==> src/hw/pipe_pkg.sv <==
package pipe_pkg;

    // Datapath widths
    localparam int data_w     = 16;
    localparam int instr_w    = 16;
    localparam int reg_addr_w = 3;
    localparam int imm_w      = 6;

    // Instruction field positions
    localparam int op_msb  = 15;
    localparam int op_lsb  = 12;
    localparam int rd_msb  = 11;
    localparam int rd_lsb  = 9;
    localparam int rs1_msb = 8;
    localparam int rs1_lsb = 6;
    localparam int rs2_msb = 5;
    localparam int rs2_lsb = 3;
    localparam int imm_msb = 5;
    localparam int imm_lsb = 0;

    // NOP must stay at zero, an all-zero word is the pipeline bubble
    typedef enum logic [3:0] {
        NOP, ADD, SUB, AND_OP, OR_OP, XOR_OP, ADDI, LD, ST, HALT
    } opcode_t;

    typedef enum logic [1:0] {
        IDLE, RUN, DRAIN, DONE
    } ctrl_state_t;

endpackage

==> src/hw/instr_fetch.sv <==
module instr_fetch import pipe_pkg::*; #(
    parameter int IMEM_DEPTH = 64,
    localparam int imem_aw = $clog2(IMEM_DEPTH)
) (
    input  logic               clk,
    input  logic               rst,
    input  logic               start,
    input  logic               imem_we,
    input  logic [imem_aw-1:0] imem_addr,
    input  logic [instr_w-1:0] imem_data,
    input  logic               fetch_en,
    input  logic               advance,
    input  logic               hold_id,
    output logic [instr_w-1:0] id_instr
);

    logic [instr_w-1:0] imem [IMEM_DEPTH];
    logic [imem_aw-1:0] pc;

    // Program load is locked out while the pipeline fetches
    always_ff @(posedge clk) begin
        if (imem_we && !fetch_en) begin
            imem[imem_addr] <= imem_data;
        end
    end

    always_ff @(posedge clk) begin
        if (rst) begin
            pc <= '0;
        end else if (start && !fetch_en) begin
            pc <= '0;
        end else if (advance && !hold_id && fetch_en) begin
            pc <= pc + 1'b1;
        end
    end

    // IF/ID fills with NOP once fetch stops, so nothing stale reaches decode
    always_ff @(posedge clk) begin
        if (rst) begin
            id_instr <= '0;
        end else if (advance && !hold_id) begin
            id_instr <= fetch_en ? imem[pc] : '0;
        end
    end

endmodule

==> src/hw/decode_regfile.sv <==
module decode_regfile import pipe_pkg::*; (
    input  logic                  clk,
    input  logic                  rst,
    input  logic                  advance,
    input  logic                  hold_id,
    input  logic [instr_w-1:0]    id_instr,
    input  logic [reg_addr_w-1:0] wb_rd,
    input  logic                  wb_we,
    input  logic [data_w-1:0]     wb_data,
    output logic [reg_addr_w-1:0] id_rs1,
    output logic [reg_addr_w-1:0] id_rs2,
    output logic                  id_uses_rs2,
    output logic                  id_is_halt,
    output opcode_t               ex_op,
    output logic [reg_addr_w-1:0] ex_rd,
    output logic                  ex_we,
    output logic [data_w-1:0]     ex_a,
    output logic [data_w-1:0]     ex_b,
    output logic [data_w-1:0]     ex_imm
);

    opcode_t               id_op;
    logic                  id_uses_rs1;
    logic                  id_writes;
    logic [reg_addr_w-1:0] id_rd;
    logic [data_w-1:0]     id_imm;
    logic [data_w-1:0]     rd_a;
    logic [data_w-1:0]     rd_b;
    logic [data_w-1:0]     regs [2**reg_addr_w];

    // Entry 0 is never written and reads back as zero
    function automatic logic [data_w-1:0] read_reg(input logic [reg_addr_w-1:0] a);
        if (a == '0) begin
            return '0;
        end
        // Write-through from WB removes the need to stall on that stage
        if (wb_we && wb_rd == a) begin
            return wb_data;
        end
        return regs[a];
    endfunction

    assign id_op  = opcode_t'(id_instr[op_msb:op_lsb]);
    assign id_rd  = id_instr[rd_msb:rd_lsb];
    assign id_imm = {{(data_w - imm_w){id_instr[imm_msb]}}, id_instr[imm_msb:imm_lsb]};

    always_comb begin
        id_uses_rs1 = 1'b0;
        id_uses_rs2 = 1'b0;
        id_writes   = 1'b0;
        case (id_op)
            ADD, SUB, AND_OP, OR_OP, XOR_OP: begin
                id_uses_rs1 = 1'b1;
                id_uses_rs2 = 1'b1;
                id_writes   = 1'b1;
            end
            ADDI, LD: begin
                id_uses_rs1 = 1'b1;
                id_writes   = 1'b1;
            end
            ST: begin
                id_uses_rs1 = 1'b1;
                id_uses_rs2 = 1'b1;
            end
            default: begin
                id_writes = 1'b0;
            end
        endcase
    end

    // Unused source fields report as r0 so they never match a hazard
    assign id_rs1     = id_uses_rs1 ? id_instr[rs1_msb:rs1_lsb] : '0;
    assign id_rs2     = id_uses_rs2 ? id_instr[rs2_msb:rs2_lsb] : '0;
    assign id_is_halt = (id_op == HALT);

    always_comb begin
        rd_a = read_reg(id_rs1);
        rd_b = read_reg(id_rs2);
    end

    always_ff @(posedge clk) begin
        if (advance && wb_we && wb_rd != '0) begin
            regs[wb_rd] <= wb_data;
        end
    end

    always_ff @(posedge clk) begin
        if (rst) begin
            ex_op <= NOP;
            ex_we <= 1'b0;
        end else if (advance) begin
            // Bubble into EX while decode is stalled
            ex_op <= hold_id ? NOP : id_op;
            ex_we <= hold_id ? 1'b0 : id_writes;
        end
    end

    always_ff @(posedge clk) begin
        if (advance) begin
            ex_rd  <= id_rd;
            ex_a   <= rd_a;
            ex_b   <= rd_b;
            ex_imm <= id_imm;
        end
    end

endmodule

==> src/hw/pipe_ctrl.sv <==
module pipe_ctrl import pipe_pkg::*; (
    input  logic                  clk,
    input  logic                  rst,
    input  logic                  start,
    input  logic                  mem_wait,
    input  logic [reg_addr_w-1:0] id_rs1,
    input  logic [reg_addr_w-1:0] id_rs2,
    input  logic                  id_uses_rs2,
    input  logic                  id_is_halt,
    input  logic                  ex_we,
    input  logic                  mem_we,
    input  logic [reg_addr_w-1:0] ex_rd,
    input  logic [reg_addr_w-1:0] mem_rd,
    output logic                  advance,
    output logic                  hold_id,
    output logic                  fetch_en,
    output logic                  v_id,
    output logic                  v_ex,
    output logic                  v_mem,
    output logic                  v_wb,
    output logic                  busy
);

    ctrl_state_t state;
    logic        ex_hit;
    logic        mem_hit;
    logic        halt_in_id;

    // RAW check against the two stages ahead of decode
    assign ex_hit = v_ex && ex_we && (ex_rd != '0) &&
                    ((ex_rd == id_rs1) || (id_uses_rs2 && ex_rd == id_rs2));
    assign mem_hit = v_mem && mem_we && (mem_rd != '0) &&
                     ((mem_rd == id_rs1) || (id_uses_rs2 && mem_rd == id_rs2));
    assign hold_id = v_id && (ex_hit || mem_hit);

    assign halt_in_id = v_id && id_is_halt;
    assign busy       = (state == RUN) || (state == DRAIN);
    assign advance    = busy && !mem_wait;
    // Fetch stops as soon as HALT shows up in decode
    assign fetch_en   = (state == RUN) && !halt_in_id;

    always_ff @(posedge clk) begin
        if (rst) begin
            state <= IDLE;
        end else begin
            case (state)
                IDLE, DONE: begin
                    if (start) begin
                        state <= RUN;
                    end
                end
                RUN: begin
                    if (advance && halt_in_id) begin
                        state <= DRAIN;
                    end
                end
                DRAIN: begin
                    if (!v_ex && !v_mem && !v_wb) begin
                        state <= DONE;
                    end
                end
                default: state <= IDLE;
            endcase
        end
    end

    always_ff @(posedge clk) begin
        if (rst) begin
            v_id  <= 1'b0;
            v_ex  <= 1'b0;
            v_mem <= 1'b0;
            v_wb  <= 1'b0;
        end else if (advance) begin
            v_wb  <= v_mem;
            v_mem <= v_ex;
            if (hold_id) begin
                v_ex <= 1'b0;
            end else begin
                // HALT leaves decode but never becomes a valid instruction
                v_ex <= v_id && !id_is_halt;
                v_id <= fetch_en;
            end
        end
    end

endmodule

==> src/hw/exec_alu.sv <==
module exec_alu import pipe_pkg::*; (
    input  logic                  clk,
    input  logic                  rst,
    input  logic                  advance,
    input  opcode_t               ex_op,
    input  logic [data_w-1:0]     ex_a,
    input  logic [data_w-1:0]     ex_b,
    input  logic [data_w-1:0]     ex_imm,
    input  logic [reg_addr_w-1:0] ex_rd,
    input  logic                  ex_we,
    output opcode_t               mem_op,
    output logic [reg_addr_w-1:0] mem_rd,
    output logic                  mem_we,
    output logic [data_w-1:0]     mem_result,
    output logic [data_w-1:0]     mem_store_data
);

    logic [data_w-1:0] alu_y;

    always_comb begin
        case (ex_op)
            ADD:         alu_y = ex_a + ex_b;
            SUB:         alu_y = ex_a - ex_b;
            AND_OP:      alu_y = ex_a & ex_b;
            OR_OP:       alu_y = ex_a | ex_b;
            XOR_OP:      alu_y = ex_a ^ ex_b;
            // Loads and stores share the ADDI adder for the address
            ADDI, LD, ST: alu_y = ex_a + ex_imm;
            default:     alu_y = '0;
        endcase
    end

    always_ff @(posedge clk) begin
        if (rst) begin
            mem_op <= NOP;
            mem_we <= 1'b0;
        end else if (advance) begin
            mem_op <= ex_op;
            mem_we <= ex_we;
        end
    end

    always_ff @(posedge clk) begin
        if (advance) begin
            mem_rd         <= ex_rd;
            mem_result     <= alu_y;
            mem_store_data <= ex_b;
        end
    end

endmodule

==> src/hw/mem_stage.sv <==
module mem_stage import pipe_pkg::*; #(
    parameter int DMEM_DEPTH = 32,
    localparam int dmem_aw = $clog2(DMEM_DEPTH)
) (
    input  logic                  clk,
    input  logic                  rst,
    input  logic                  advance,
    input  opcode_t               mem_op,
    input  logic [reg_addr_w-1:0] mem_rd,
    input  logic                  mem_we,
    input  logic [data_w-1:0]     mem_result,
    input  logic [data_w-1:0]     mem_store_data,
    output logic [reg_addr_w-1:0] wb_rd,
    output logic                  wb_we,
    output logic [data_w-1:0]     wb_data
);

    logic [data_w-1:0]  dmem [DMEM_DEPTH];
    logic [dmem_aw-1:0] addr;

    // Upper address bits are ignored, the memory wraps
    assign addr = mem_result[dmem_aw-1:0];

    always_ff @(posedge clk) begin
        if (advance && mem_op == ST) begin
            dmem[addr] <= mem_store_data;
        end
    end

    always_ff @(posedge clk) begin
        if (rst) begin
            wb_we <= 1'b0;
        end else if (advance) begin
            wb_we <= mem_we;
        end
    end

    // Synchronous read lands directly in the MEM/WB register
    always_ff @(posedge clk) begin
        if (advance) begin
            wb_rd   <= mem_rd;
            wb_data <= (mem_op == LD) ? dmem[addr] : mem_result;
        end
    end

endmodule

==> src/hw/retire_tracker.sv <==
module retire_tracker import pipe_pkg::*; #(
    parameter int SEQ_W = 8
) (
    input  logic                  clk,
    input  logic                  rst,
    input  logic                  start,
    input  logic                  advance,
    input  logic                  hold_id,
    input  logic                  v_id,
    input  logic                  v_wb,
    input  logic [reg_addr_w-1:0] wb_rd,
    input  logic                  wb_we,
    input  logic [data_w-1:0]     wb_data,
    output logic                  retire,
    output logic [SEQ_W-1:0]      retire_seq,
    output logic [reg_addr_w-1:0] retire_rd,
    output logic                  retire_we,
    output logic [data_w-1:0]     retire_data,
    output logic [3:0]            retire_stalls
);

    logic [3:0]       id_stalls;
    logic [3:0]       ex_stalls;
    logic [3:0]       mem_stalls;
    logic [3:0]       wb_stalls;
    logic [SEQ_W-1:0] issue_cnt;
    logic [SEQ_W-1:0] ex_seq;
    logic [SEQ_W-1:0] mem_seq;
    logic [SEQ_W-1:0] wb_seq;
    logic             issue;

    assign issue = advance && v_id && !hold_id;

    always_ff @(posedge clk) begin
        if (rst || start) begin
            id_stalls <= '0;
            issue_cnt <= '0;
        end else if (advance) begin
            if (!hold_id) begin
                id_stalls <= '0;
            end else if (id_stalls != 4'hf) begin
                id_stalls <= id_stalls + 4'd1;
            end
            if (issue) begin
                issue_cnt <= issue_cnt + 1'b1;
            end
        end
    end

    // Record slots shadow ID/EX, EX/MEM and MEM/WB
    always_ff @(posedge clk) begin
        if (advance) begin
            ex_stalls  <= hold_id ? 4'd0 : id_stalls;
            ex_seq     <= issue_cnt;
            mem_stalls <= ex_stalls;
            mem_seq    <= ex_seq;
            wb_stalls  <= mem_stalls;
            wb_seq     <= mem_seq;
        end
    end

    assign retire        = v_wb && advance;
    assign retire_seq    = wb_seq;
    assign retire_stalls = wb_stalls;
    assign retire_rd     = wb_rd;
    assign retire_we     = wb_we;
    assign retire_data   = wb_data;

endmodule

==> src/hw/pipe_top.sv <==
module pipe_top import pipe_pkg::*; #(
    parameter int IMEM_DEPTH = 64,
    parameter int DMEM_DEPTH = 32,
    parameter int SEQ_W      = 8,
    localparam int imem_aw = $clog2(IMEM_DEPTH)
) (
    input  logic                  clk,
    input  logic                  rst,
    input  logic                  imem_we,
    input  logic [imem_aw-1:0]    imem_addr,
    input  logic [instr_w-1:0]    imem_data,
    input  logic                  start,
    input  logic                  mem_wait,
    output logic                  busy,
    output logic                  retire,
    output logic [SEQ_W-1:0]      retire_seq,
    output logic [reg_addr_w-1:0] retire_rd,
    output logic                  retire_we,
    output logic [data_w-1:0]     retire_data,
    output logic [3:0]            retire_stalls
);

    logic                  advance;
    logic                  hold_id;
    logic                  fetch_en;
    logic                  v_id;
    logic                  v_ex;
    logic                  v_mem;
    logic                  v_wb;
    logic [instr_w-1:0]    id_instr;
    logic [reg_addr_w-1:0] id_rs1;
    logic [reg_addr_w-1:0] id_rs2;
    logic                  id_uses_rs2;
    logic                  id_is_halt;
    opcode_t               ex_op;
    logic [reg_addr_w-1:0] ex_rd;
    logic                  ex_we;
    logic [data_w-1:0]     ex_a;
    logic [data_w-1:0]     ex_b;
    logic [data_w-1:0]     ex_imm;
    opcode_t               mem_op;
    logic [reg_addr_w-1:0] mem_rd;
    logic                  mem_we;
    logic [data_w-1:0]     mem_result;
    logic [data_w-1:0]     mem_store_data;
    logic [reg_addr_w-1:0] wb_rd;
    logic                  wb_we;
    logic [data_w-1:0]     wb_data;

    pipe_ctrl pipe_ctrl_i (
        .clk, .rst, .start, .mem_wait,
        .id_rs1, .id_rs2, .id_uses_rs2, .id_is_halt,
        .ex_we, .mem_we, .ex_rd, .mem_rd,
        .advance, .hold_id, .fetch_en,
        .v_id, .v_ex, .v_mem, .v_wb, .busy
    );

    instr_fetch #(.IMEM_DEPTH(IMEM_DEPTH)) instr_fetch_i (
        .clk, .rst, .start, .imem_we, .imem_addr, .imem_data,
        .fetch_en, .advance, .hold_id, .id_instr
    );

    decode_regfile decode_regfile_i (
        .clk, .rst, .advance, .hold_id, .id_instr,
        .wb_rd, .wb_we, .wb_data,
        .id_rs1, .id_rs2, .id_uses_rs2, .id_is_halt,
        .ex_op, .ex_rd, .ex_we, .ex_a, .ex_b, .ex_imm
    );

    exec_alu exec_alu_i (
        .clk, .rst, .advance, .ex_op, .ex_a, .ex_b, .ex_imm, .ex_rd, .ex_we,
        .mem_op, .mem_rd, .mem_we, .mem_result, .mem_store_data
    );

    mem_stage #(.DMEM_DEPTH(DMEM_DEPTH)) mem_stage_i (
        .clk, .rst, .advance, .mem_op, .mem_rd, .mem_we,
        .mem_result, .mem_store_data,
        .wb_rd, .wb_we, .wb_data
    );

    retire_tracker #(.SEQ_W(SEQ_W)) retire_tracker_i (
        .clk, .rst, .start, .advance, .hold_id, .v_id, .v_wb,
        .wb_rd, .wb_we, .wb_data,
        .retire, .retire_seq, .retire_rd, .retire_we, .retire_data, .retire_stalls
    );

endmodule

==> config.mk <==
export PLATFORM = sky130hd
export DESIGN_NAME = pipe_top
export DESIGN_NICKNAME = d
export VERILOG_FILES = /design/src/hw/pipe_pkg.sv /design/src/hw/instr_fetch.sv /design/src/hw/decode_regfile.sv /design/src/hw/pipe_ctrl.sv /design/src/hw/exec_alu.sv /design/src/hw/mem_stage.sv /design/src/hw/retire_tracker.sv /design/src/hw/pipe_top.sv
export SDC_FILE = /design/constraint.sdc
export NUM_CORES = 2
export LEC_CHECK = 0
export BUFFER_PORTS_ARGS = -buffer_cell sky130_fd_sc_hd__buf_2
export CAP_MARGIN = 20
export CELL_PAD_IN_SITES_DETAIL_PLACEMENT = 1
export CELL_PAD_IN_SITES_GLOBAL_PLACEMENT = 2
export CORE_MARGIN = 10
export CORE_UTILIZATION = 49
export DETAILED_ROUTE_END_ITERATION = 10
export GPL_ROUTABILITY_DRIVEN = 0
export PLACE_DENSITY = 0.8
export SYNTH_ARGS = -nofsm -noshare
export SYNTH_HDL_FRONTEND = slang
export SYNTH_HIERARCHICAL = 1
export SYNTH_SLANG_ARGS = --single-unit
==> constraint.sdc <==
create_clock -name clk -period 11.4 [get_ports clk]
set_clock_uncertainty 0.15 [all_clocks]
set_input_delay 0.57 -clock clk [delete_from_list [all_inputs] [get_ports clk]]
set_output_delay 0.57 -clock clk [all_outputs]
set_load 0.03 [all_outputs]
Yosys cells after proc, flatten, opt, wreduce, memory -nomap -nowiden
Memory sizes are Yosys's and may differ from the RTL's. A register that Yosys moved wholly into a read port is not among the register bits.
Cells that the tools add are included.
Storage, ports and cells
  flip-flop bits (word level): 182
  bits in writable memories: 1664
  bits of input ports: 27
  output and inout bits: 34
  logic and storage cells: 172
  memories kept: 3
Operators by class
  add/subtract/negate cells: 6
  eq/ne operators: 33
  multiplexer cells: 40
  bitwise gates (word level): 4
  reductions and logical operators: 57
Memory list
  instr_fetch_i.imem: words 64, width 16, read ports 1, clocked after memory_dff 1, wr ports 1, line instr_fetch.sv:17  | logic [instr_w-1:0] imem [IMEM_DEPTH];
  mem_stage_i.dmem: words 32, width 16, read ports 1, clocked after memory_dff 1, wr ports 1, line mem_stage.sv:18  | logic [data_w-1:0] dmem [DMEM_DEPTH];
  decode_regfile_i.regs: words 8, width 16, read ports 2, clocked after memory_dff 0, wr ports 1, line decode_regfile.sv:29  | logic [data_w-1:0] regs [2**reg_addr_w];
Operator list (count)
  16-bit two-way mux: 10
  16-bit case mux with 6 select lines: 1
  4-bit by 3-bit equality test with 1-bit output, second input constant: 9
  16-bit adder: 2
  1-bit logical AND: 28
  3-bit equality test: 6
  1-bit two-way mux: 17
  16-bit AND: 1
  4-bit by 2-bit equality test with 1-bit output, second input constant: 4
  4-bit equality test, second input constant: 4
  16-bit bitwise OR: 1
  16-bit subtractor: 1
  16-bit XOR: 1
  4-bit two-way mux: 3
  6-bit two-way mux: 2
  3-bit nonzero test: 3
  8-bit by 1-bit adder with 8-bit output, second input constant: 1
  4-bit by 1-bit equality test with 1-bit output, second input constant: 2
  1-bit logical NOT: 8
  8-bit OR reduction: 1
  7-bit OR reduction: 1
  6-bit by 1-bit adder with 6-bit output, second input constant: 1
  3-bit logical NOT: 2
  2-bit two-way mux: 3
  17 further kinds: 28

Depth between registers and ports, before layout
  word-level depth: 15
  depth in mapped cells: 16
  gate-level depth less buffers: 14

By module
Netlist, hierarchy kept.
By module, submodules not included
  instr_fetch: instances 1, cells an instance 1741, area an instance 40152.3 µm², seq. area each 31310.0 µm²
  mem_stage: instances 1, cells an instance 1034, area an instance 20692.3 µm², seq. area each 15965.3 µm²
  decode_regfile: instances 1, cells an instance 716, area an instance 8944.8 µm², seq. area each 5175.0 µm²
  exec_alu: instances 1, cells an instance 363, area an instance 3448.3 µm², seq. area each 1151.1 µm²
  retire_tracker: instances 1, cells an instance 127, area an instance 1850.5 µm², seq. area each 1321.3 µm²
  pipe_ctrl: instances 1, cells an instance 62, area an instance 473.0 µm², seq. area each 120.1 µm²

Least setup slack after synthesis
No wires, ideal clock.
  path type: register to register
  start: register pipe_ctrl_i.state[0]
  end: memory mem_stage_i.dmem[10][0] (enable)
  library setup time: 0.393 ns
  data arrival time: 9.646 ns
  data required time: 10.857 ns
  slack: 1.211 ns
  cell stages (with the launch flop): 6
  buffers on the path: 0
  clock period less this slack: 10.189 ns
  path through: dfxtp_1 -> inv_1 -> ha_1 -> nor2_1 -> nand4_1 -> nor2_1
On the way
  longest elaborated chain between the ends: 6
  elaborated cells between the ends (all ways): 7
  those cells by class: eq/ne: 2; mux: 2; reduce/logical: 3
Ends and longest elaborated chain
  start: declaration: line pipe_ctrl.sv:24  | ctrl_state_t state;
  start signal: assignment: line pipe_ctrl.sv:44  | state <= IDLE;
  start signal: assignment: line pipe_ctrl.sv:49  | state <= RUN;
  start signal: assignment: line pipe_ctrl.sv:54  | state <= DRAIN;
  2-bit by 1-bit equality test with 1-bit output or 2-bit equality test (tied branches): line pipe_ctrl.sv:37  | assign busy = (state == RUN) || (state == DRAIN);
  1-bit logical OR *: line pipe_ctrl.sv:37
  1-bit logical AND *: line pipe_ctrl.sv:38  | assign advance = busy && !mem_wait;
  via advance: line pipe_top.sv:23  | logic advance;
  1-bit logical AND *: line mem_stage.sv:25  | if (advance && mem_op == ST) begin
  1-bit two-way mux *: line mem_stage.sv:25
  1-bit two-way mux (not written as such) *: line mem_stage.sv:26  | dmem[addr] <= mem_store_data;
  end: declaration: line mem_stage.sv:18
The timed path passes the listed nets; every way through them passes the cells marked *.

Worst setup path after layout
  start: register instr_fetch_i.id_instr[15]
  end: register instr_fetch_i.id_instr[7]
On the way
  longest elaborated chain between the ends: 12
  elaborated cells between the ends (all ways): 33
  those cells by class: eq/ne: 13; mux: 5; reduce/logical: 15
Ends and longest elaborated chain
  start: declaration: line instr_fetch.sv:14  | output logic [instr_w-1:0] id_instr
  start signal: assignment: line instr_fetch.sv:42  | id_instr <= fetch_en ? imem[pc] : '0;
  4-bit equality test (tied with other cells): line decode_regfile.sv:51  | case (id_op)
  6-bit OR reduction (no line) *
  1-bit two-way mux *: line decode_regfile.sv:51
  via id_uses_rs2: line pipe_top.sv:33  | logic id_uses_rs2;
  3-bit two-way mux *: line decode_regfile.sv:73  | assign id_rs2 = id_uses_rs2 ? id_instr[rs2_msb:rs2_lsb] : '0;
  via id_rs2[0]: line pipe_top.sv:32  | logic [reg_addr_w-1:0] id_rs2;
  3-bit equality test, on equally long branches: line pipe_ctrl.sv:31, pipe_ctrl.sv:33
  1-bit logical AND, on equally long branches: line pipe_ctrl.sv:31, pipe_ctrl.sv:33
  1-bit logical OR, on equally long branches: line pipe_ctrl.sv:31, pipe_ctrl.sv:33
  1-bit logical AND, on equally long branches: line pipe_ctrl.sv:30, pipe_ctrl.sv:32
  1-bit logical OR *: line pipe_ctrl.sv:34  | assign hold_id = v_id && (ex_hit || mem_hit);
  1-bit logical AND *: line pipe_ctrl.sv:34
  via hold_id: line pipe_top.sv:24  | logic hold_id;
  1-bit logical NOT *: line instr_fetch.sv:41  | end else if (advance && !hold_id) begin
  1-bit logical AND *: line instr_fetch.sv:41
Marks and branches as above.
A chain may end at the register's enable or synchronous reset.

==> results.toml <==
[run_status]
status = "complete, no violations"

[min_path]
hold_start = "start"
hp-class = "input port to flop"

[floorplanning]
row_count = 144
die_height_um = 413
core_area_um2 = 154000
boundaryPins = 61
start_util = 0.492
die_w_um = 413
die-area_um2 = 170000

[clock_tree]
cts-root-buf = "clkbuf_16"
cts_tree = "done"
post_cts_buffers = 0
cts_buffers = 184
clock-sinks = 1852
cts.path.max_buffers = 3
clock_latency_ps = 840
htree_levels = 4
clk_pin_slew_worst_paths_ps = 60

[detailed_routing]
first_pass_iters = 5
drtIter0Drc = 4551
viasPerCell = 6.27
vias = 40261
drc = 0
met3_length_um = 15100
post_drt_wl_per_cell_um = 31.1
wl_met1_um = 80100
top_layer = "met5"
postRouteAntennaNets = 0
dr_wl_met2_um = 98700
wirelength_um = 200000

[pwr]
internal_power_w = 0.0120
p_comb_frac = 0.121
irDropWorstVdd_v = 0.000187
p_sw_w = 0.00424
cellLeakagePower_nw = 26.8
power_density_nw_per_um2 = 192
switching_share = 0.260
seqPwrFrac = 0.501
total_power_w = 0.0163
clkPwrFrac = 0.378

[critical_path]
r2r-end = "instr_fetch_i/id_instr[7]"
slowest_delay_ps = 1020
critical-path-top-delay-family = "simple AND/OR/NAND/NOR gates"
r2r_cells = 14
reg2reg_from = "instr_fetch_i/id_instr[15]"
cp_cell_sequence = "nor2b_1 -> a221oi_2 -> buf_4 -> inv_2 -> and2_1 -> xnor2_1 -> nand4_1 -> o31ai_1 -> a22o_1 -> nor4bb_1 -> nand2b_1 -> a221oi_1 -> a22oi_1 -> o21ai_0"
worstPathMaxFanout = 38
cp-start-kind = "flop"
cp.depth = 14
worstPathArrival_ps = 6140
slowest_stage = "dfxtp_1"
r2r_slack_ps = 5810
crit_start = "instr_fetch_i/id_instr[15]"
critical_path_class = "flop to flop"
cp.required_ps = 11950
critPathCaptureType = "flop"
critPathBufInv = 2
endpoint = "instr_fetch_i/id_instr[7]"

[logic_synthesis]
ys.flop_type = "edfxtp_1"
yosysWarnings = 6
synth_largest_area_cell = "edfxtp_1"
synth_edf_count = 1795
synth_top_area_share = 0.713
async_flop_share = 0
synth_cell_types = 95
synth.most_common_cell = "edfxtp_1"
ys_seq_area_frac = 0.728
netlist_area_um2 = 75600
synthCells = 4043
synth_common_cells = "edfxtp_1 (1,795), mux4_2 (379), nor2_1 (224)"
syn_avg_cell_area_um2 = 18.7
synthTopCellsByArea = "edfxtp_1 (71%), mux4_2 (11%), mux2i_1 (2.6%), dfxtp_1 (1.5%), nor2_1 (1.1%)"
ys_ff_latch = 1852

[place]
port_buffers = 60
hpwlAfterDp_um = 123000
dp.cells = 6053

[global_route]
grt_pass1_vias = 42153
grt_pass1_wl_um = 294000
grt_usage = 0.233
grt_max_degree = 128
antenna_found_initial = 6
grt_overflow = 0

[sta]
slew_headroom = 0.227
fin_hold_ws_ps = 86.0
hold_violations = 0
worst_slew_pin_slew_ps = 1160
setup-tns-final_ps = 0
max_clock_freq_mhz = 179
rsz0062_at_grt = "no"
fin_crit_ps = 5590
setup_viol = 0
maxSlewViolCount = 0
fin_crit_sh = 0.490

[job]
max-cap-violations = 0

[final_layout]
fin_cells = 6418
areaGrowthSynthToFinish_pct = 12.4
reg.largest.list = "instr_fetch_i/imem: 1024 flops, mem_stage_i/dmem: 512 flops, decode_regfile_i/regs: 128 flops"
num-nets-final = 4300
top_register = "instr_fetch_i/imem"
drive_above_1_share = 0.223
largest_register_ffs = 1024
## cells in the final DEF, fill, tap and decap left out, drive strengths merged, types with 22 or more instances in the layout
cell type / count
a211oi: 32
a21oi: 111
a221oi: 40
a22oi: 58
buf: 230
clkbuf: 218
clkinv: 89
dfxtp: 57
edfxtp: 1795
ha: 58
inv: 83
mux2i: 198
mux4: 384
nand2: 120
nand3: 48
nand4: 22
nor2: 224
nor3: 36
o21ai: 119
o22ai: 33
## routing by layer
| layer | vias to the layer above | track usage |
|---|---|---|
| met4 | 6 | 0.0697 |
| met3 | 327 | 0.0453 |
| met5 | - | 0 |
| li1 | 16860 | - |
| met2 | 1619 | 0.383 |
| met1 | 21449 | 0.317 |
## power groups by stage
| stage | Sequential [W] | Clock [W] | Combinational [W] |
|---|---|---|---|
| after floorplan | 0.00825 | 0 | 0.00125 |
| after CTS | 0.00821 | 0.00625 | 0.00189 |
| after global placement | 0.00834 | 0 | 0.00182 |
| after detailed placement | 0.00835 | 0 | 0.00188 |
| after global routing | 0.00818 | 0.00653 | 0.00212 |
| final | 0.00816 | 0.00616 | 0.00197 |
## cell families after synthesis
family | synth area share
AO/OA/AOI/OAI | 0.0541
XOR/XNOR | 0.00402
adder cells (fa/ha/maj) | 0.00987
buffers and inverters | 0.0234
flip-flops | 0.728
multiplexers | 0.143
other | 0.0000496
AND/OR/NAND/NOR | 0.0375
## cell type report
class / instances / area (um2)
fill: 13570 / 68800
sequential: 1852 / 55100
multi-input combinational: 1864 / 18900
clock buffer: 218 / 4790
tap: 2044 / 2560
timing repair buffer: 233 / 1890
clock inverter: 127 / 1400
inverter: 79 / 297
antenna: 1 / 2.50
## tightest hold or removal path: stages
cell and delay, ps:
buf_2 110, or2_2 270, a21oi_1 70
## stage by stage
step,cell area [um2],utilization,worst slack [ps]
2_1_floorplan,75600,-,1210
3_3_place_gp,78300,0.510,6020
3_5_place_dp,78400,0.510,5970
4_1_cts,84600,0.551,5940
5_1_grt,84900,0.553,5350
6_report,84900,0.553,5810
## worst min-delay path by stage
stage / to / cells past startpoint
floorplan: retire_tracker_i/mem_seq[0] / 0
global placement: retire_tracker_i/retire_seq[6] / 0
detailed placement: retire_tracker_i/mem_seq[7] / 0
CTS: retire_tracker_i/id_stalls[1] / 3
global route: retire_tracker_i/id_stalls[2] / 3
finish: retire_tracker_i/id_stalls[1] / 3
## what timing repair did
item,4_1_cts,5_1_grt
gates resized for setup,0,0
endpoints found under the hold margin,4,10
hold buffers,2,1
Note: power is estimated with default switching activity, not from simulation.
